==> config.mk <==
export PLATFORM = sky130hd
export DESIGN_NAME = fb_arbiter
export DESIGN_NICKNAME = d
export VERILOG_FILES = /design/src/hdl/raster_pkg.sv /design/src/hdl/fb_arbiter.sv
export SDC_FILE = /design/constraint.sdc
export NUM_CORES = 1
export LEC_CHECK = 0
export BUFFER_PORTS_ARGS = -buffer_cell sky130_fd_sc_hd__buf_2
export CAP_MARGIN = 20
export CORE_MARGIN = 3
export CORE_UTILIZATION = 21
export CTS_CLUSTER_DIAMETER = 200
export DETAILED_ROUTE_END_ITERATION = 10
export HOLD_SLACK_MARGIN = 0.12
export PLACE_DENSITY = 0.85
export SLEW_MARGIN = 20
export SYNTH_ARGS = -nofsm -noshare
export SYNTH_HDL_FRONTEND = slang
export SYNTH_SLANG_ARGS = --single-unit
==> constraint.sdc <==
create_clock -name clk_i -period 0.95 [get_ports clk_i]
set_input_delay 0.0475 -clock clk_i [delete_from_list [all_inputs] [get_ports clk_i]]
set_output_delay 0.0475 -clock clk_i [all_outputs]
set_load 0.05 [all_outputs]
==> src/hdl/raster_pkg.sv <==
`default_nettype none

package raster_pkg;

    // Vertex coordinates are signed fixed point with this many fraction bits
    localparam int FRAC_BITS = 4;

    typedef enum logic [1:0] {
        WALK_IDLE,
        WALK_SETUP,
        WALK_WALK,
        WALK_DONE
    } walk_state_e;

    typedef enum logic {
        CLR_IDLE,
        CLR_SWEEP
    } clear_state_e;

    // Source that owns the framebuffer write port
    typedef enum logic {
        FB_OP_PIXEL,
        FB_OP_CLEAR
    } fb_op_e;

endpackage

`default_nettype wire

==> src/hdl/fb_arbiter.sv <==
`timescale 1ns/1ps
`default_nettype none

module fb_arbiter import raster_pkg::*; #(
    parameter int WIDTH       = 64,
    parameter int HEIGHT      = 48,
    localparam int ADDR_WIDTH = $clog2(WIDTH * HEIGHT)
) (
    input  wire                   clk_i,
    input  wire                   nrst_i,
    input  wire                   wr_req_i,
    input  wire [ADDR_WIDTH-1:0]  wr_addr_i,
    input  wire [7:0]             wr_data_i,
    input  wire                   clr_req_i,
    input  wire [ADDR_WIDTH-1:0]  clr_addr_i,
    input  wire [7:0]             clr_data_i,
    output logic                  gnt_valid_o,
    output fb_op_e                gnt_op_o,
    output logic                  fb_we_o,
    output logic [ADDR_WIDTH-1:0] fb_addr_o,
    output logic [7:0]            fb_wdata_o
);
    fb_op_e last_q;
    fb_op_e winner;

    always_comb begin
        if (wr_req_i && clr_req_i) begin
            winner = (last_q == FB_OP_PIXEL) ? FB_OP_CLEAR : FB_OP_PIXEL;   // Alternate
        end else if (clr_req_i) begin
            winner = FB_OP_CLEAR;
        end else begin
            winner = FB_OP_PIXEL;
        end
    end

    always_ff @(posedge clk_i or negedge nrst_i) begin
        if (!nrst_i) begin
            last_q <= FB_OP_CLEAR;
        end else if (gnt_valid_o) begin
            last_q <= winner;
        end
    end

    assign gnt_valid_o = wr_req_i || clr_req_i;
    assign gnt_op_o    = winner;
    assign fb_we_o     = gnt_valid_o;
    assign fb_addr_o   = (winner == FB_OP_CLEAR) ? clr_addr_i : wr_addr_i;
    assign fb_wdata_o  = (winner == FB_OP_CLEAR) ? clr_data_i : wr_data_i;

endmodule

`default_nettype wire

Yosys cells after proc, flatten, opt, wreduce, memory -nomap -nowiden
Cells that the tools add are included.
Storage, ports and cells
  output and inout bits: 23
  flip-flop bits (word level): 1
Cells by class
  reduce and logical (&&, ||, !) cells: 2
  multiplexer cells: 5
Operator list (count)
  $mux W12: 1
  $mux W8: 1
  $mux W1: 3
  $logic_and A1 B1 Y1: 1
  $logic_or A1 B1 Y1: 1

Logic depth before layout (Yosys ltp)
  depth in word-level cells: 3
  depth in mapped cells: 3
  gate-level depth less buffers: 2

Worst setup path before layout
OpenSTA, ideal clock, no wires.
  kind: reg2out
  from: register last_q
  to: output port fb_addr_o[10]
  data arrival time: 1220 ps
  slack: -318 ps
  required time: 902 ps
  stages on the path, launching flop included: 4
  cells stage by stage: dfstp_2 a21boi_4 buf_6 mux2_2
On the way
  word-level cells in the longest chain between the ends: 3
Ends and longest elaborated chain
  start: declaration: line fb_arbiter.sv:23  | fb_op_e last_q;
  start signal: assignment: line fb_arbiter.sv:40  | last_q <= winner;
  $mux W1: line fb_arbiter.sv:28  | winner = (last_q == FB_OP_PIXEL) ? FB_OP_CLEAR : FB_OP_PIXEL;
  $mux W1: line fb_arbiter.sv:27  | if (wr_req_i && clr_req_i) begin
  via gnt_op_o: line fb_arbiter.sv:18  | output fb_op_e gnt_op_o,
  $mux W12: line fb_arbiter.sv:47  | assign fb_addr_o = (winner == FB_OP_CLEAR) ? clr_addr_i : wr_addr_i;
  end: declaration: line fb_arbiter.sv:20  | output logic [ADDR_WIDTH-1:0] fb_addr_o,
The timed path passes the listed nets, and every way through them passes these cells.

Final worst setup path
  from: register last_q
  to: output port fb_addr_o[3]
On the way
  word-level cells in the longest chain between the ends: 3
Ends and longest elaborated chain (line)
  $mux W1: fb_arbiter.sv:28
  $mux W1: fb_arbiter.sv:27
  $mux W12: fb_arbiter.sv:47
No other way between the ends.

==> impl_results.md <==
- Run status: finished, violations left
- Failing checks: negative setup slack
- Top post-synthesis cells by count: 20 x mux2_2, 2 x buf_6
- Via count: 474
- Post-DP HPWL: 1160 um
- Critical Path RT: 0.90 ns
- Top fanout value on the critical path: 13
- Crit-path leading delay family: flip-flops
- Final setup viols: 21
- Final worst slack: -0.320 ns
- Routed vias/inst: 4.31
- Gr ovfl total: 0
- Drt pass-1 iters: 3
- Register area: 26.3 um2
- Residual DRC: 0
- Placed Area: 753 um2
- Ys async rst share: 100%
- Tot GR Track Use: 12.5%
- Number of cell rows: 13
- Iter 0 DRT Violations: 3
- Largest cells by area after synthesis: mux2_2 71%, dfstp_2 8.3%, buf_6 7.1%, a21boi_4 6.0%, buf_4 2.4%
- Total power: 0.925 mW
- Synthesized Nets: 72
- Post-synth top area cell: mux2_2
- Mapped Area: 315 um2
- Final Util: 66.4%
- Setup crit start kind: flip-flop
- Final instance area: 896 um2
- Area added between synthesis and finish: 184%
- Fin crit period: 1.27 ns
- FILL cells: 111
- Antenna Cells: 0
- Worst path slowest cell: dfstp_2
- F_max: 0.787 GHz
- Post-CTS setup buffers: 0
- Tightest Pin Transition: 0.258 ns
- WP data arrival: 1.22 ns
- # IOs: 67
- Worst VDD drop: 0.000577 V
- Sequential fraction of the synthesis area: 8.33%
- Clk_lat worst skew: 0 ns
- Post-route ant nets: 0
- Largest Register: last_q
- RSZ-0062 raised after global routing: true
- First-pass GRT wire length: 1970 um
- Final Hold Fails: 0
- Initial Util: 23.4%
- Distinct cells, synth: 8
- #FFs+latches synth: 1
- Top cell type's share of synthesized area: 71.4%
- Reg clk slew, reported paths: 0 ns
- Crit end category: output pin
- GPL Wtd Cong: 0.675
- Crit Path Class: reg2out
- Ys flop type: dfstp_2
- Routed WL: 1410 um
- CORE AREA: 1350 um2
- EDFF count, synth: 0
- Hold slack: 0.254 ns
- Area of the multi-input gates: 334 um2
- Max-Cap Viols: 0
- Die Span Y: 44.8 um
- Period utilization: 134%
- Fin Clk Skew: 0 ns
- Largest register FFs: 1
- CP max stage delay: 0.53 ns
- PwrDens: 1030 nW/um2
- Port Buffers: 66
- Max_slew headroom: 82.9%
- Initial antenna violation count: 0
- Post-Synthesis Cells: 28
- Share of cells above drive strength 1: 96.8%
- Die Wd: 44.8 um
- Top flop regs: last_q: 1 flops
- Fin nets: 141
- Yosys warns: 0
- DIE AREA: 2000 um2
- Pins Over Slew Limit: 0
- Crit-path cells: a21boi_4 -> buf_12 -> mux2_4 -> buf_6
- Largest net degree at the start of global routing: 14
- Place WS: -0.365 ns
- CP Buf/Inv Count: 2
- Syn_area_per_cell: 11.3 um2
- Vias in the first global route: 445
- WL/cell: 12.8 um
- Most frequent cell after synthesis: mux2_2
- Leakage: 0.510 nW
- HP Class: in2reg
## report_power, final
group          internal (mW)  switching, mW  total (mW)
logic                  0.398          0.466       0.864
clock network              0              0           0
registers             0.0546        0.00639      0.0609
## cell usage in the layout (no fill, tap or decap)
master	Yosys	final
or2_2	1	1
mux2_4	0	20
a21oi_1	1	1
a21boi_4	1	1
dfstp_2	1	1
buf_12	0	2
buf_2	0	46
buf_8	0	1
dlygate4sd3_1	0	1
buf_4	1	1
buf_6	2	19
nor2_1	1	1
## area by class of cell
cell class                      instances  share of cell area, %
Tap cell                               15                   2.09
Multi-Input combinational cell         24                   37.3
Timing Repair Buffer                   70                   57.7
Sequential cell                         1                   2.93
## timing repair
item                                    CTS  global route
hold endpoints to repair                  1             0
gates resized for setup                  40             2
hold buffers                              1             0
endpoints found under the setup margin   21            21
## final timing paths
| check | slack (ns) | cells past startpoint | start | end |
|---|---|---|---|---|
| min reg2reg | 0.63 | 3 | last_q$_DFFE_PN1P_ | last_q$_DFFE_PN1P_ |
| max reg2reg | 0.10 | 3 | last_q$_DFFE_PN1P_ | last_q$_DFFE_PN1P_ |
| max | -0.32 | 4 | last_q$_DFFE_PN1P_ | fb_addr_o[3] |
| min | 0.25 | 2 | wr_req_i | last_q$_DFFE_PN1P_ |
| min in group asynchronous | 0.51 | 2 | nrst_i | last_q$_DFFE_PN1P_ |
| max in group asynchronous | 0.41 | 2 | nrst_i | last_q$_DFFE_PN1P_ |
## cells by family (layout without fill, tap and decap cells)
group,Yosys count,after routing,synth area share [%]
AO/OA/AOI/OAI,2,2,7.54
buffers and inverters,3,70,9.52
flip-flops,1,1,8.33
multiplexers,20,20,71.4
AND/OR/NAND/NOR,2,2,3.17
## layer usage
metal	routed length, um	up-vias	GRT usage (%)
li1	-	237	-
met1	410	212	13.6
met2	863	25	26.4
met3	137	0	1.20
met4	0	0	0
met5	0	-	0
## worst reg2reg max path: cells and delay by family (launching register included)
kind	cells	cell delay, ns
AND/OR/NAND/NOR	1	0.03
buffers and inverters	1	0.11
flip-flops	1	0.53
AO/OA/AOI/OAI	1	0.11
## through the flow
| step | setup TNS [ns] | instances |
|---|---|---|
| 6_report | -6.36 | 110 |
| 5_1_grt | -6.97 | 110 |
| 4_1_cts | -6.28 | 110 |
| 3_5_place_dp | -7.21 | 109 |
| 3_3_place_gp | -6.96 | 109 |
| 2_1_floorplan | -4.84 | 28 |
Note: power is estimated with default switching activity, not from simulation.
