--- src/hdl/raster_pkg.sv ---
`default_nettype none

package raster_pkg;

    // Vertex coordinates are signed fixed point with this many fraction bits
    localparam int FRAC_BITS = 4;

    typedef enum logic [1:0] {
        WALK_IDLE,
        WALK_SETUP,
        WALK_WALK,
        WALK_DONE
    } walk_state_e;

    typedef enum logic {
        CLR_IDLE,
        CLR_SWEEP
    } clear_state_e;

    // Source that owns the framebuffer write port
    typedef enum logic {
        FB_OP_PIXEL,
        FB_OP_CLEAR
    } fb_op_e;

endpackage

`default_nettype wire

--- src/hdl/fb_writer.sv ---
`timescale 1ns/1ps
`default_nettype none

module fb_writer import raster_pkg::*; #(
    parameter int WIDTH       = 64,
    parameter int HEIGHT      = 48,
    parameter int CREDITS     = 4,
    localparam int SC_WIDTH   = $clog2(WIDTH > HEIGHT ? WIDTH : HEIGHT),
    localparam int ADDR_WIDTH = $clog2(WIDTH * HEIGHT)
) (
    input  wire                   clk_i,
    input  wire                   nrst_i,
    input  wire [7:0]             color_i,
    input  wire                   pix_valid_i,
    input  wire [SC_WIDTH-1:0]    pix_x_i,
    input  wire [SC_WIDTH-1:0]    pix_y_i,
    input  wire                   pix_last_i,
    input  wire                   pix_keep_i,
    output logic                  pix_credit_o,
    output logic                  wr_req_o,
    output logic [ADDR_WIDTH-1:0] wr_addr_o,
    output logic [7:0]            wr_data_o,
    input  wire                   gnt_valid_i,
    input  wire fb_op_e           gnt_op_i,
    output logic                  job_end_o
);
    localparam int CNT_W = $clog2(CREDITS + 1);
    localparam int PTR_W = (CREDITS > 1) ? $clog2(CREDITS) : 1;

    logic [SC_WIDTH-1:0] q_x [CREDITS];
    logic [SC_WIDTH-1:0] q_y [CREDITS];
    logic                q_last [CREDITS];
    logic                q_keep [CREDITS];
    logic [PTR_W-1:0]    wr_ptr, rd_ptr;
    logic [CNT_W-1:0]    q_count;
    logic                has_item, retire;

    assign has_item = q_count != '0;
    assign wr_req_o = has_item && q_keep[rd_ptr];
    // Marker items leave without a write
    assign retire   = has_item && (!q_keep[rd_ptr] || (gnt_valid_i && gnt_op_i == FB_OP_PIXEL));

    always_ff @(posedge clk_i or negedge nrst_i) begin
        if (!nrst_i) begin
            wr_ptr    <= '0;
            rd_ptr    <= '0;
            q_count   <= '0;
            job_end_o <= 1'b0;
        end else begin
            if (pix_valid_i) wr_ptr <= (wr_ptr == PTR_W'(CREDITS - 1)) ? '0 : wr_ptr + 1'b1;
            if (retire) rd_ptr <= (rd_ptr == PTR_W'(CREDITS - 1)) ? '0 : rd_ptr + 1'b1;
            q_count   <= q_count + CNT_W'(pix_valid_i) - CNT_W'(retire);
            job_end_o <= retire && q_last[rd_ptr];
        end
    end

    always_ff @(posedge clk_i) begin
        if (pix_valid_i) begin
            q_x[wr_ptr]    <= pix_x_i;
            q_y[wr_ptr]    <= pix_y_i;
            q_last[wr_ptr] <= pix_last_i;
            q_keep[wr_ptr] <= pix_keep_i;
        end
    end

    assign wr_addr_o    = ADDR_WIDTH'(q_y[rd_ptr] * WIDTH + q_x[rd_ptr]);
    assign wr_data_o    = color_i;
    assign pix_credit_o = retire;

endmodule

`default_nettype wire

--- config.mk ---
export PLATFORM = sky130hd
export DESIGN_NAME = fb_writer
export DESIGN_NICKNAME = d
export VERILOG_FILES = /design/src/hdl/raster_pkg.sv /design/src/hdl/fb_writer.sv
export SDC_FILE = /design/constraint.sdc
export NUM_CORES = 1
export LEC_CHECK = 0
export ABC_AREA = 0
export BUFFER_PORTS_ARGS = -buffer_cell sky130_fd_sc_hd__buf_4
export CORE_MARGIN = 3
export CORE_UTILIZATION = 35
export DETAILED_ROUTE_END_ITERATION = 6
export HOLD_SLACK_MARGIN = 0.05
export SLEW_MARGIN = 20
export SYNTH_ARGS = -nofsm -noshare
export SYNTH_HDL_FRONTEND = slang
export SYNTH_SLANG_ARGS = --single-unit
--- constraint.sdc ---
create_clock -name clk_i -period 2.6 [get_ports clk_i]
set_clock_uncertainty 0.05 [all_clocks]
set_input_delay 0.65 -clock clk_i [delete_from_list [all_inputs] [get_ports clk_i]]
set_output_delay 0.65 -clock clk_i [all_outputs]
set_load 0.05 [all_outputs]
Word level (Yosys, flattened, before mapping)
Memory sizes are Yosys's and may differ from the RTL's.
Cells that the tools add are included.
W data, S select, Z words.
{ "word_totals": {"reg_bits": 8, "ramBits": 56, "inputBits": 27, "output_inout_bits": 23, "mem_count": 4} }
{ "memory_table": {"columns": ["name", "depth", "word_bits", "read_ports", "rd_ports_with_merged_regs", "wr", "line", "source"], "rows": [
  ["q_x", 4, 6, 1, 0, 1, "fb_writer.sv:30", "logic [SC_WIDTH-1:0] q_x [CREDITS];"],
  ["q_y", 4, 6, 1, 0, 1, "fb_writer.sv:31", "logic [SC_WIDTH-1:0] q_y [CREDITS];"],
  ["q_keep", 4, 1, 1, 0, 1, "fb_writer.sv:33", "logic q_keep [CREDITS];"],
  ["q_last", 4, 1, 1, 0, 1, "fb_writer.sv:32", "logic q_last [CREDITS];"]
]} }
{ "op_classes": {"addsub": 5, "eq_ne": 2, "n_mux": 4, "bitwise": 1, "n_reduce_logical": 7} }
{ "op_table": {"columns": ["operator", "count"], "rows": [
  ["$add A12 B6 Y12", 1],
  ["$add A2 B1 Y2 const B", 2],
  ["$eq A2 B2 Y1 const B", 2],
  ["$logic_and A1 B1 Y1", 4],
  ["$mux W2", 2],
  ["$add A3 B1 Y3", 1],
  ["$reduce_bool A3 Y1", 1],
  ["$sub A3 B1 Y3", 1],
  ["$mux W1", 2],
  ["$logic_not A1 Y1", 1],
  ["$logic_or A1 B1 Y1", 1],
  ["$not A1 Y1", 1]
]} }

Longest topological paths before layout
{ "logic_depth": {"word_depth": 5, "ltp_mapped": 11, "mapped_depth_nobuf": 10} }

Worst setup path before layout
Ideal clock, no wire load.
{ "synth_timing": {"path_kind": "input -> register", "startpoint": "input port gnt_op_i", "endpoint": "register q_count[2]", "setup_ps": 123, "arrival_time_ps": 3008, "required_time_ps": 2427, "setup_slack_ps": -580, "path_stages": 10, "n_path_buf": 0, "path_cell_list": "nand2b_1 a31o_4 nor2_1 ha_1 inv_1 ha_1 inv_1 fa_1 xnor2_1 xnor2_1"} }
{ "synth_via": {"elab_chain_len": 5} }
{ "synth_lines": {"columns": ["item", "line", "source"], "rows": [
  ["from (decl)", "fb_writer.sv:24", "input wire fb_op_e gnt_op_i,"],
  ["$not A1 Y1", "fb_writer.sv:41", "assign retire = has_item && (!q_keep[rd_ptr] || (gnt_valid_i && gnt_op_i == FB_OP_PIXEL));"],
  ["$logic_and A1 B1 Y1", "fb_writer.sv:41", null],
  ["$logic_or A1 B1 Y1", "fb_writer.sv:41", null],
  ["$logic_and A1 B1 Y1", "fb_writer.sv:41", null],
  ["net pix_credit_o", "fb_writer.sv:19", "output logic pix_credit_o,"],
  ["$sub A3 B1 Y3", "fb_writer.sv:52", "q_count <= q_count + CNT_W'(pix_valid_i) - CNT_W'(retire);"],
  ["to (signal assigned)", "fb_writer.sv:52", null],
  ["to (decl)", "fb_writer.sv:35", "logic [CNT_W-1:0] q_count;"]
]} }
The timed path passes the listed nets, and every way through them passes these cells.
A chain may end at the register's enable or synchronous reset.

Worst setup path in the final report
{ "layout_timing": {"startpoint": "register rd_ptr[0]", "endpoint": "output port wr_addr_o[11]"} }
{ "layout_via": {"elab_chain_len": 2} }
{ "layout_lines": {"columns": ["item", "line", "source"], "rows": [
  ["from (decl)", "fb_writer.sv:34", "logic [PTR_W-1:0] wr_ptr, rd_ptr;"],
  ["from (signal assigned)", "fb_writer.sv:51", "if (retire) rd_ptr <= (rd_ptr == PTR_W'(CREDITS - 1)) ? '0 : rd_ptr + 1'b1;"],
  ["$mem_v2 Z4 W6, on equally long branches", null, null],
  ["$add A12 B6 Y12 (*)", "fb_writer.sv:66", "assign wr_addr_o = ADDR_WIDTH'(q_y[rd_ptr] * WIDTH + q_x[rd_ptr]);"],
  ["to (decl)", "fb_writer.sv:21", "output logic [ADDR_WIDTH-1:0] wr_addr_o,"]
]} }
Mark *: on every way between the ends. The rest lies on a longest branch, timed or not.

==> out/qor.txt <==
status -> complete, no violations
Area Overhead vs Synth -> 22.55%
Non-Filler Instances -> 279
Setup crit start -> rd_ptr[0]
Pwr Density -> 1285 mW/mm^2
# resized after CTS -> 1
CTS H-tree depth -> 3
vias in the first global route -> 1451
CTS Buffer Depth -> 2
core area -> 0.007292 sq mm
RD Place Congestion -> 0.7426
worst endpoint required time -> 1.90 ns
footprint of the multi-input gates -> 651.9 sq um
clock latency on the worst-skew pair -> 0.33 ns
PnR worst setup slack -> 0.1003 ns
worst r2r src -> rd_ptr[1]
DRC Markers -> 0
initial antenna violation count -> 0
CP endpoint kind -> output pin
I/O pin cnt -> 50
Initial Utilization -> 0.3614
layout cell share with drive strength beyond 1 -> 0.4278
TNS Setup -> 0 ns
Post-layout nets -> 210
global-route wire length before repair -> 7486 um
Crit path largest cell delay -> 0.58 ns
register area -> 0.001883 sq mm
final-report hold violation count -> 0
area leader, netlist -> edfxtp_1
DP HPWL -> 3061 um
Buf+Inv Stages, Crit Path -> 2
Clock transition at path regs -> 0.07 ns
met1 wire length -> 1888 um
syn_nets -> 170
RSZ-0062 raised after global routing -> no
Die H -> 92.77 um
pin count of the biggest net entering global routing -> 17
HP Class -> primary input to asynchronous set/reset pin
cell count after placement -> 263
ANT cells -> 0
Yosys top cell area share -> 0.6382
DRT Wirelength -> 4590 um
Largest delay share family, worst path -> multiplexers
CTS tree -> done
dpl ws -> 0.04077 ns
CP startpoint kind -> flop
Max Fclk -> 400.0 MHz
Synth Cell Area -> 0.002635 sq mm
Layout fillers -> 683
post-synthesis register bit count -> 64
Slowest-stage cell, CP -> mux4_1
WL met3 -> 288 um
Clock Sink Count -> 64
port buffer count -> 33
routed len/inst -> 16.45 um
postcts setup bufs -> 0
Post-Syn Instances -> 135
critical-path cell list -> buf_12, mux4_1, buf_4
ANT nets after route -> 0
Final Max Tran Viols -> 0
Vias -> 1289
Synth Area per Inst -> 19.52 sq um
library cells used by synthesis -> 29
total gr overflow -> 0
Tcrit/Tclk final -> 0.9614
clock period minus worst slack -> 2.500 ns
Final setup viols -> 0
CTS buffer count -> 9
worst-path fanout max -> 16
Top Metal Used -> met4
DRT iter0 DRCs -> 57
count of warnings emitted by yosys -> 0
die footprint -> 0.008605 sq mm
worst slew margin relative to its limit -> 0.8463
Slew @ Worst Pin -> 0.2305 ns
Die Wd -> 92.77 um
Root Driver -> clkbuf_8
Max-Cap Viols -> 0
GRT Overall Usage -> 0.1197
worst vdd ir -> 0.6153 mV
Crit Path Class -> flop to output pin
register area share after synthesis -> 0.7142
Via density -> 4.620
static leakage -> 1.191 nW
Area contributors post-synth -> edfxtp_1 (64%), mux4_2 (9.4%), dfrtp_1 (7.6%)
arrival time worst endpoint -> 1.80 ns
# rows -> 31
hold buffers post-CTS -> 0
DR WL met2 -> 2362 um
Initial DRT Pass Iterations -> 4
synthesized netlist by cell type:
cell type / number
edfxtp_1: 56
mux4_2: 11
buf_4: 9
dfrtp_1: 8
inv_1: 8
ha_1: 7
and2_1: 4
nor2_1: 4
nand2_1: 3
buf_2: 2
mux4_1: 2
nor3_1: 2
o21ai_0: 2
xnor2_1: 2
a31o_2: 1
a31o_4: 1
a32oi_1: 1
and3_1: 1
buf_6: 1
fa_1: 1
mux2_2: 1
mux2_4: 1
nand2b_1: 1
nand3_1: 1
nand4_1: 1
nor2b_1: 1
nor3b_2: 1
o211ai_1: 1
o311ai_4: 1
layer usage:
metal  vias to the layer above  global-route usage
met1                       651              0.1376
met3                         5             0.05605
met4                         0             0.03663
li1                        594                   -
met2                        39              0.1986
met5                         -                   0
worst paths after layout:
path                                  to  slack [ns]  depth (start not counted)
min in group clk_i            q_count[2]        0.42                          1
max in group asynchronous      rd_ptr[0]        2.28                          1
min                            rd_ptr[0]        0.07                          1
max                        wr_addr_o[11]        0.10                          3
min reg2reg                   q_count[2]        0.42                          1
max reg2reg                   q_count[2]        0.20                         10
state kept, by name (all words and copies together), names as in the netlist:
register / cells
job_end_o: 1
q_count: 3
q_keep: 4
q_last: 4
q_x: 24
q_y: 24
rd_ptr: 2
wr_ptr: 2
power breakdown:
group | switching [mW] | internal (mW) | total, mW
clock network | 0.371 | 0.544 | 0.915
registers | 0.0955 | 1.35 | 1.44
logic | 1.08 | 0.710 | 1.79
total | 1.55 | 2.60 | 4.15
kinds of logic after synthesis:
family | after synthesis | share of synthesized area
AO/OA/AOI/OAI | 7 | 0.02992
flip-flops | 64 | 0.7141
XOR/XNOR | 2 | 0.006649
multiplexers | 15 | 0.1239
adder cells (fa/ha/maj) | 8 | 0.04083
buffers and inverters | 20 | 0.04511
AND/OR/NAND/NOR | 19 | 0.03941
final cells by class:
class | count | area share
multi-input cells | 51 | 0.2019
clock inverters | 6 | 0.02867
inverters | 8 | 0.009299
clock buffers | 10 | 0.03952
flip-flops and latches | 64 | 0.5831
repair buffers | 41 | 0.09919
well taps | 99 | 0.03836
placed cells by master (no fill, tap or decap), types with 3 or more instances in the layout:
cell type	netlist	routed
nor2_1	4	3
clkbuf_8	0	9
inv_1	8	8
ha_1	7	7
nand2_1	3	3
and2_1	4	4
dfrtp_1	8	7
edfxtp_1	56	56
mux4_2	11	11
buf_4	9	40
stage by stage:
| stage | util | area, sq um | hold WS (ns) | power [mW] |
|---|---|---|---|---|
| finish | 0.4429 | 3229 | 0.07279 | 4.150 |
| global route | 0.4429 | 3229 | 0.05351 | 4.392 |
| CTS | 0.4429 | 3229 | 0.05600 | 4.218 |
| detailed placement | 0.4125 | 3008 | 0.4144 | 3.278 |
| global placement | 0.4125 | 3008 | 0.4059 | 3.212 |
| floorplan | - | 2653 | 0.3044 | 2.801 |
Note: power is estimated with default switching activity, not from simulation.
