File: src/hdl/raster_pkg.sv
`default_nettype none

package raster_pkg;

    // Vertex coordinates are signed fixed point with this many fraction bits
    localparam int FRAC_BITS = 4;

    typedef enum logic [1:0] {
        WALK_IDLE,
        WALK_SETUP,
        WALK_WALK,
        WALK_DONE
    } walk_state_e;

    typedef enum logic {
        CLR_IDLE,
        CLR_SWEEP
    } clear_state_e;

    // Source that owns the framebuffer write port
    typedef enum logic {
        FB_OP_PIXEL,
        FB_OP_CLEAR
    } fb_op_e;

endpackage

`default_nettype wire

File: src/hdl/fb_clear.sv
`timescale 1ns/1ps
`default_nettype none

module fb_clear import raster_pkg::*; #(
    parameter int WIDTH       = 64,
    parameter int HEIGHT      = 48,
    localparam int ADDR_WIDTH = $clog2(WIDTH * HEIGHT)
) (
    input  wire                   clk_i,
    input  wire                   nrst_i,
    input  wire                   clear_i,
    input  wire [7:0]             bg_color_i,
    output logic                  clr_req_o,
    output logic [ADDR_WIDTH-1:0] clr_addr_o,
    output logic [7:0]            clr_data_o,
    input  wire                   gnt_valid_i,
    input  wire fb_op_e           gnt_op_i,
    output logic                  clear_done_o
);
    clear_state_e          state;
    logic [ADDR_WIDTH-1:0] addr;
    logic [7:0]            color_q;
    logic                  grant;

    assign grant = gnt_valid_i && gnt_op_i == FB_OP_CLEAR;

    always_ff @(posedge clk_i or negedge nrst_i) begin
        if (!nrst_i) begin
            state        <= CLR_IDLE;
            addr         <= '0;
            clear_done_o <= 1'b0;
        end else begin
            clear_done_o <= 1'b0;
            case (state)
                CLR_IDLE: begin
                    if (clear_i) begin
                        state <= CLR_SWEEP;
                        addr  <= '0;
                    end
                end
                default: begin
                    if (grant) begin
                        if (addr == ADDR_WIDTH'(WIDTH * HEIGHT - 1)) begin
                            state        <= CLR_IDLE;
                            clear_done_o <= 1'b1;
                        end else begin
                            addr <= addr + 1'b1;
                        end
                    end
                end
            endcase
        end
    end

    always_ff @(posedge clk_i) begin
        if (state == CLR_IDLE && clear_i) color_q <= bg_color_i;
    end

    assign clr_req_o  = state == CLR_SWEEP;
    assign clr_addr_o = addr;
    assign clr_data_o = color_q;

endmodule

`default_nettype wire

File: config.mk
export PLATFORM = sky130hd
export DESIGN_NAME = fb_clear
export DESIGN_NICKNAME = d
export VERILOG_FILES = /design/src/hdl/raster_pkg.sv /design/src/hdl/fb_clear.sv
export SDC_FILE = /design/constraint.sdc
export NUM_CORES = 1
export LEC_CHECK = 0
export ABC_AREA = 0
export BUFFER_PORTS_ARGS = -buffer_cell sky130_fd_sc_hd__buf_2
export CORE_MARGIN = 2
export CORE_UTILIZATION = 44
export DETAILED_ROUTE_END_ITERATION = 12
export GPL_TIMING_DRIVEN = 0
export HOLD_SLACK_MARGIN = 0.06
export PLACE_DENSITY = 0.72
export SLEW_MARGIN = 10
export SYNTH_ARGS = -nofsm -noshare
export SYNTH_HDL_FRONTEND = slang
export SYNTH_SLANG_ARGS = --single-unit
File: constraint.sdc
create_clock -name clk_i -period 1.8 [get_ports clk_i]
set_clock_uncertainty 0.2 [all_clocks]
set_input_delay 0.09 -clock clk_i [delete_from_list [all_inputs] [get_ports clk_i]]
set_output_delay 0.09 -clock clk_i [all_outputs]
set_load 0.03 [all_outputs]
### Word-level counts from Yosys, hierarchy flattened

Cells that the tools add are included.

| word-level totals | value |
|---|---|
| bits in registers | 22 |
| bits of input ports | 13 |
| output and inout port bits | 22 |

| operators by class | value |
|---|---|
| $add $sub $neg | 1 |
| eq/ne operators | 3 |
| multiplexer cells | 11 |
| bitwise operators | 1 |
| reduce and logical (&&, ||, !) cells | 4 |

Operators with widths:

| cell | count |
|---|---|
| two-way mux 12 bit | 4 |
| adder 12 x 1 -> 12 bit (second input constant) | 1 |
| == test 12 bit (second input constant) | 1 |
| two-way mux 1 bit | 7 |
| AND reduction 3 bit | 1 |
| logical AND 1 bit | 2 |
| != test 2 x 1 -> 1 bit (second input constant) | 1 |
| != test 2 bit (second input constant) | 1 |
| nonzero test 2 bit | 1 |
| inverter 1 bit | 1 |

### Depth between registers and ports, before layout

Gate-level depths: netlist (run 1).

| logic depth | value |
|---|---|
| word-level depth | 4 |
| mapped depth | 5 |
| depth with buffers taken out | 5 |

### Worst setup path before layout (run 1)

No wires, ideal clock.

| timing | value |
|---|---|
| path kind | flip-flop to flip-flop |
| start point | register state (netlist: clr_req_o) |
| end point | register addr[10] (netlist: clr_addr_o[10]) |
| arrival time | 1.516 ns |
| required time | 1.460 ns |
| setup slack | -0.056 ns |
| cell stages (with the launch flop) | 6 |
| clock period less this slack | 1.856 ns |
| cell sequence | dfrtp_1 > nand2b_1 > inv_1 > nor2_1 > o311ai_0 > o41ai_1 |

| between the ends | value |
|---|---|
| cells in the longest elaborated chain, start to end | 2 |
| elaborated cells on any way between the ends | 5 |

Ends and longest elaborated chain:

| item | line | text |
|---|---|---|
| from (decl) | fb_clear.sv:20 | `clear_state_e state;` |
| from (signal assigned) | fb_clear.sv:29 | `state <= CLR_IDLE;` |
| from (signal assigned) | fb_clear.sv:37 | `state <= CLR_SWEEP;` |
| from (signal assigned) | fb_clear.sv:44 | `state <= CLR_IDLE;` |
| != test 2 bit (no source line) (tied with other cells) | - |  |
| AND reduction 3 bit (no source line) | - |  |
| to (signal assigned) | fb_clear.sv:47 | `addr <= addr + 1'b1;` |
| to (decl) | fb_clear.sv:21 | `logic [ADDR_WIDTH-1:0] addr;` |

Parallel ways exist; a longest one is shown, timed or not.
A chain may end at the register's enable or synchronous reset.

### Final worst setup path (run 1)

Same ends and word-level chain as after synthesis.

==> metrics.md, run 1 <==
| Metric | Value |
|---|---|
| Status | `complete, no violations` |
| Switching part of the total power | `37.5%` |
| Max Root-Sink Buffers | `2` |
| Area leader, netlist | `dfrtp_1` |
| Vias per cell | `5.57` |
| Die height | `52.9 µm` |
| Commonest cells post-synth | `14 x dfrtp_1, 12 x nand2_1, 8 x edfxtp_1` |
| Clk Latency, worst-skew pair | `300 ps` |
| Int Pwr | `846 µW` |
| Yosys warns | `0` |
| Final ANT Viol Nets | `0` |
| Final Hold Viols | `0` |
| CP max stage delay | `480 ps` |
| Multi-input gate area | `450 µm²` |
| Port bufs | `34` |
| Number of synthesized flops with an enable pin | `8` |
| P_sw | `508 µW` |
| End point of the critical path | `clr_addr_o[10]` |
| Yosys top cell area share | `33.3%` |
| R2R cell count | `5` |
| Final Setup Violations | `0` |
| Number of global-route vias before repair | `968` |
| Slew HR | `58.4%` |
| CTS sink cnt | `22` |
| Crit Reg-Reg Endpoint | `clr_addr_o[10]` |
| Reg area | `598 µm²` |
| Layout cell share with drive strength beyond 1 | `41.0%` |
| FP Rows | `17` |
| Yosys cell types | `35` |
| CP Buf/Inv Count | `1` |
| Mapped Cells | `96` |
| Wirelength per Cell | `14.3 µm` |
| First-pass GRT wire length | `4450 µm` |
| Critical Path Source Type | `register` |
| CTS tree | `built` |
| Share of flip-flops with an asynchronous set or reset | `63.6%` |
| Worst reg-to-reg setup slack | `50 ps` |
| CP max-delay cell | `dfrtp_2` |
| Seq/Total Area, Yosys | `56.1%` |
| Most common cell in the netlist | `dfrtp_1` |
| CP startpoint | `clr_req_o` |
| Clock transition at path regs | `110 ps` |
| Syn_area_per_cell | `11.0 µm²` |
| DRT Pass-1 Iters | `4` |
| Min Tclk post-route | `1750 ps` |
| I/O pins | `35` |
| Layout Area Growth over Synthesis | `42.9%` |
| #FFs+latches synth | `22` |
| Final worst path period share | `97.1%` |
| Cells along the critical path | `nand2b_2 > inv_4 > nor2_2 > o311ai_0 > o41ai_1` |
| CP delay by family, top | `flip-flops` |
| Fin Hold WS | `295 ps` |
| Setup TNS | `0 ps` |
| Gr usage total | `22.1%` |
| Setup CP Type | `register to register` |
| Ant diodes | `0` |
| Final WS setup | `51.5 ps` |
| Pre-CTS WS | `-73.9 ps` |
| Drt drc | `0` |
| Main flop type after synthesis | `dfrtp_1` |
| HPWL after DPL | `1750 µm` |
| Initial antenna violation count | `0` |
| Fmax | `572 MHz` |
| DIE AREA | `2800 µm²` |
| Die W | `52.9 µm` |
| Final nets | `171` |
| CP required | `1780 ps` |
| CP max FO | `9` |
| Power Total | `1.35 mW` |
| Post-synthesis cell area | `1050 µm²` |
| Hold Path Class | `primary input to register` |
| Clk root buf | `clkbuf_4` |
| RSZ-0062 raised after global routing | `yes` |
| Core Region | `2230 µm²` |
| Max-Cap Viols | `0` |
| LEAKAGE | `0.684 nW` |
| Initial drt markers | `28` |
| Initial Utilization | `47.2%` |
| Inserted Clock Buffers | `3` |
| Slew Limit Fails | `0` |
| Synth area leaders | `dfrtp_1 33%, edfxtp_1 23%, nand2_1 4.3%, nand3_1 2.4%, o21ai_0 2.4%` |
| Syn Nets | `110` |
| Worst R2R Start | `clr_req_o` |
| Gpl congestion | `0.821` |
| WP data arrival | `1720 ps` |
| Pwr dens | `900 nW/µm²` |
| Largest net degree at the start of global routing | `15` |
| Worst Setup End Kind | `register` |
| WP depth | `5` |
| Max H-tree Level | `1` |
| Clock network power share | `16.4%` |
| Register share of total power | `49.7%` |
| Comb pwr share | `33.9%` |
| Routed vias | `1025` |
| Maximum vdd drop | `0.000622 V` |
| Grt total ovfl | `0` |
| DRT Wirelength | `2640 µm` |
| Core Util, Final | `67.4%` |
| Tightest Pin Transition | `622 ps` |
| Fill cells | `183` |
[worst register-to-register path, cell delays in order, from the launching register on]
cell and delay [ps]:
dfrtp_2 480, nand2b_2 240, inv_4 130, nor2_2 110, o311ai_0 330, o41ai_1 140
[power groups by stage]
stage	registers (mW)	clock network, mW	logic [mW]
floorplan	0.783	0	0.161
global placement	0.678	0	0.389
detailed placement	0.684	0	0.394
CTS	0.668	0.235	0.430
global route	0.688	0.256	0.503
finish	0.673	0.222	0.459
[registers in the layout, indices dropped and copies added (netlist names)]
name          cells
clear_done_o      1
clr_req_o         1
clr_addr_o       12
clr_data_o        8
[per-stage QoR]
step	instances	cell area [µm²]
floorplan	96	1050
global placement	158	1260
detailed placement	158	1260
CTS	178	1450
global route	184	1510
finish	184	1510
[per-layer routing]
layer,track usage [%],up-vias,wire [µm]
li1,-,493,-
met1,27.6,492,1120
met2,37.1,32,1310
met3,3.11,8,127
met4,11.1,0,74
met5,0,-,0
[layout by cell type, fill, tap and decap left out, types with 2 or more instances in the layout]
cell            n
mux2i_1         2
edfxtp_1        8
o21ai_0         5
nand3_1         5
nor2_1          4
dfrtp_2         6
a31oi_1         3
a41oi_1         2
dfrtp_1         8
nand2_1        12
dlygate4sd3_1  13
a21oi_1         2
buf_2          36
o211ai_1        2
and3_1          3
nand4_1         3
o31ai_1         3
clkbuf_4        3
buf_4           9
inv_1           3
[worst min path at each step]
stage,to,slack (ps),start,cells after the start
after detailed placement,clr_addr_o[9],-200,nrst_i,1
after floorplan,clear_done_o,-410,nrst_i,0
after CTS,clr_data_o[5],290,bg_color_i[5],2
final,clr_data_o[1],300,bg_color_i[1],2
after global placement,clr_addr_o[9],-200,nrst_i,1
after global routing,clr_data_o[7],280,bg_color_i[7],2
[cell families after synthesis]
| group | after synthesis | synth area share (%) |
|---|---|---|
| AND/OR/NAND/NOR | 41 | 22.4 |
| flip-flops | 22 | 56.1 |
| multiplexers | 2 | 1.90 |
| adder cells (fa/ha/maj) | 1 | 1.19 |
| buffers and inverters | 6 | 2.37 |
| AO/OA/AOI/OAI | 24 | 16.0 |
[final cells by class]
| class | count | share of cell area (%) |
|---|---|---|
| timing repair buffer | 56 | 24.4 |
| multi-input combinational | 68 | 29.9 |
| sequential | 22 | 39.7 |
| clock buffer | 4 | 1.75 |
| inverter | 4 | 1.16 |
| tap | 28 | 2.33 |
| buffer | 2 | 0.665 |
[what timing repair did]
item,CTS,global route
buffers inserted,3,6
resized for setup,3,9
gates cloned,0,0
pin swaps,1,4
endpoints found under the setup margin,6,11
hold buffers,13,0
endpoints found under the hold margin,30,0
Power figures use the tool's default switching activity.
==> run 2, diff against run 1 <==
==> constraint.sdc (replaced) <==
create_clock -name clk_i -period 1.8 [get_ports clk_i]
set_clock_uncertainty 0.2 [all_clocks]
set_input_delay 0.27 -clock clk_i [delete_from_list [all_inputs] [get_ports clk_i]]
set_output_delay 0.27 -clock clk_i [all_outputs]
set_load 0.03 [all_outputs]
==> metrics.md, run 2 (synthesis gave the netlist of run 1 again) <==
| Metric | Value |
|---|---|
| Largest net degree at the start of global routing | `15` |
| Vias per cell | `5.62` |
| Fin Hold WS | `61.4 ps` |
| Tightest Pin Transition | `333 ps` |
| Most frequent CP cell | `buf_4` |
| Number of global-route vias before repair | `972` |
| Final Setup Violations | `0` |
| Port bufs | `34` |
| Comb pwr share | `33.4%` |
| Layout cell share with drive strength beyond 1 | `42.1%` |
| RSZ-0062 raised after global routing | `yes` |
| Clk root buf | `clkbuf_4` |
| Max-Cap Viols | `0` |
| LEAKAGE | `0.668 nW` |
| Maximum vdd drop | `0.000627 V` |
| Max Root-Sink Buffers | `2` |
| P_sw | `514 µW` |
| Grt total ovfl | `0` |
| CP delay by family, top | `simple AND/OR/NAND/NOR gates` |
| Cells along the critical path | `or2b_1 > nor4_4 > buf_4 > buf_4 > o31ai_1` |
| DRT Wirelength | `2620 µm` |
| Clock network power share | `17.0%` |
| DRT Pass-1 Iters | `4` |
| Drt drc | `0` |
| Clk Latency, worst-skew pair | `300 ps` |
| Inserted Clock Buffers | `3` |
| CP Buf/Inv Count | `2` |
| Most frequent cells in the layout | `36 x buf_2, 12 x nand2_1, 9 x dlygate4sd3_1, 9 x buf_4` |
| Routed vias | `1011` |
| Hold Path Origin | `clear_i` |
| Gpl congestion | `0.821` |
| Clock transition at path regs | `110 ps` |
| Most common cell after layout, fill and taps aside | `buf_2` |
| Layout Cells excl Fill | `180` |
| CP max-delay cell | `dfrtp_1` |
| WP data arrival | `1710 ps` |
| Hold Path Class | `primary input to register` |
| Die height | `52.9 µm` |
| Slew HR | `77.5%` |
| Core Region | `2230 µm²` |
| Die W | `52.9 µm` |
| Final worst path period share | `95.8%` |
| Min Tclk post-route | `1720 ps` |
| CP max stage delay | `430 ps` |
| Final nets | `167` |
| Register share of total power | `49.7%` |
| Fmax | `580 MHz` |
| Setup CP Type | `register to register` |
| Final Hold Viols | `0` |
| Critical Path Source Type | `register` |
| Initial antenna violation count | `0` |
| HPWL after DPL | `1750 µm` |
| Pwr dens | `925 nW/µm²` |
| Worst Setup End Kind | `register` |
| Slew Limit Fails | `0` |
| Ant diodes | `0` |
| Gr usage total | `21.7%` |
| Placed Cells incl. Taps | `158` |
| FP Rows | `17` |
| Initial drt markers | `20` |
| Max reg flops | `12` |
| CP startpoint | `clr_addr_o[10]` |
| CP required | `1790 ps` |
| Status | `complete, no violations` |
| Final ANT Viol Nets | `0` |
| Layout Area Growth over Synthesis | `39.1%` |
| Fill cells | `183` |
| CTS sink cnt | `22` |
| CP max FO | `7` |
| I/O pins | `35` |
| Setup TNS | `0 ps` |
| First-pass GRT wire length | `4390 µm` |
| Int Pwr | `841 µW` |
| Switching part of the total power | `37.9%` |
| DIE AREA | `2800 µm²` |
| Max H-tree Level | `1` |
| Core Util, Final | `65.6%` |
| Initial Utilization | `47.2%` |
| Wirelength per Cell | `14.6 µm` |
| CTS tree | `built` |
| Worst R2R Start | `clr_addr_o[10]` |
run 2: cell count changes in the layout (fill, tap and decap cells not counted):
cell / delta
o311ai_0: -1
o311ai_1: +1
dlygate4sd3_1: -4
run 2: final timing paths:
| path | end | slack [ps] | cells past startpoint |
|---|---|---|---|
| worst max-delay path | clr_addr_o[1] | 80 | 5 |
| worst min-delay path | clr_req_o | 60 | 3 |
| worst max register to register | clr_addr_o[1] | 80 | 5 |
| worst min register to register | clr_addr_o[11] | 350 | 2 |
| max in group asynchronous | clr_addr_o[6] | 980 | 2 |
| min in group asynchronous | clr_addr_o[1] | 170 | 2 |
run 2: layout make-up:
class | instances | area [µm²] | share of cell area, %
flip-flops and latches | 22 | 598 | 40.8
multi-input cells | 68 | 450 | 30.7
repair buffers | 52 | 328 | 22.4
well taps | 28 | 35.0 | 2.39
clock buffers | 4 | 26.3 | 1.79
inverters | 4 | 17.5 | 1.20
plain buffers | 2 | 10.0 | 0.683
run 2: power groups by stage:
stage	registers (mW)	logic (mW)	clock network, mW
detailed placement	0.684	0.394	0
CTS	0.668	0.423	0.235
global route	0.689	0.495	0.255
floorplan	0.783	0.161	0
global placement	0.678	0.389	0
finish	0.673	0.452	0.230
run 2: routing by layer:
| layer | share of wire, % | global-route usage [%] | vias to the layer above |
|---|---|---|---|
| li1 | - | - | 487 |
| met1 | 42 | 26.7 | 479 |
| met2 | 50 | 37.5 | 36 |
| met3 | 5.0 | 3.11 | 9 |
| met4 | 2.8 | 9.83 | 0 |
| met5 | 0 | 0 | - |
run 2: through the flow:
step | instance area, µm² | power [mW] | worst slack [ps]
3_3_place_gp | 1260 | 1.07 | -16.4
2_1_floorplan | 1050 | 0.944 | 0.329
4_1_cts | 1410 | 1.33 | 7.45
5_1_grt | 1470 | 1.44 | -40.5
3_5_place_dp | 1260 | 1.08 | -73.9
6_report | 1470 | 1.36 | 75.4
run 2: tightest hold or removal path: cells and delay by family:
family        cells  cell delay [ps]
simple gates      2              140
buf+inv           1              120
run 2: repair_timing:
item	CTS	global route
pin swaps	1	5
hold buffers	9	0
endpoints found under the setup margin	6	11
buffers inserted	3	6
endpoints found under the hold margin	22	0
resized for setup	3	10
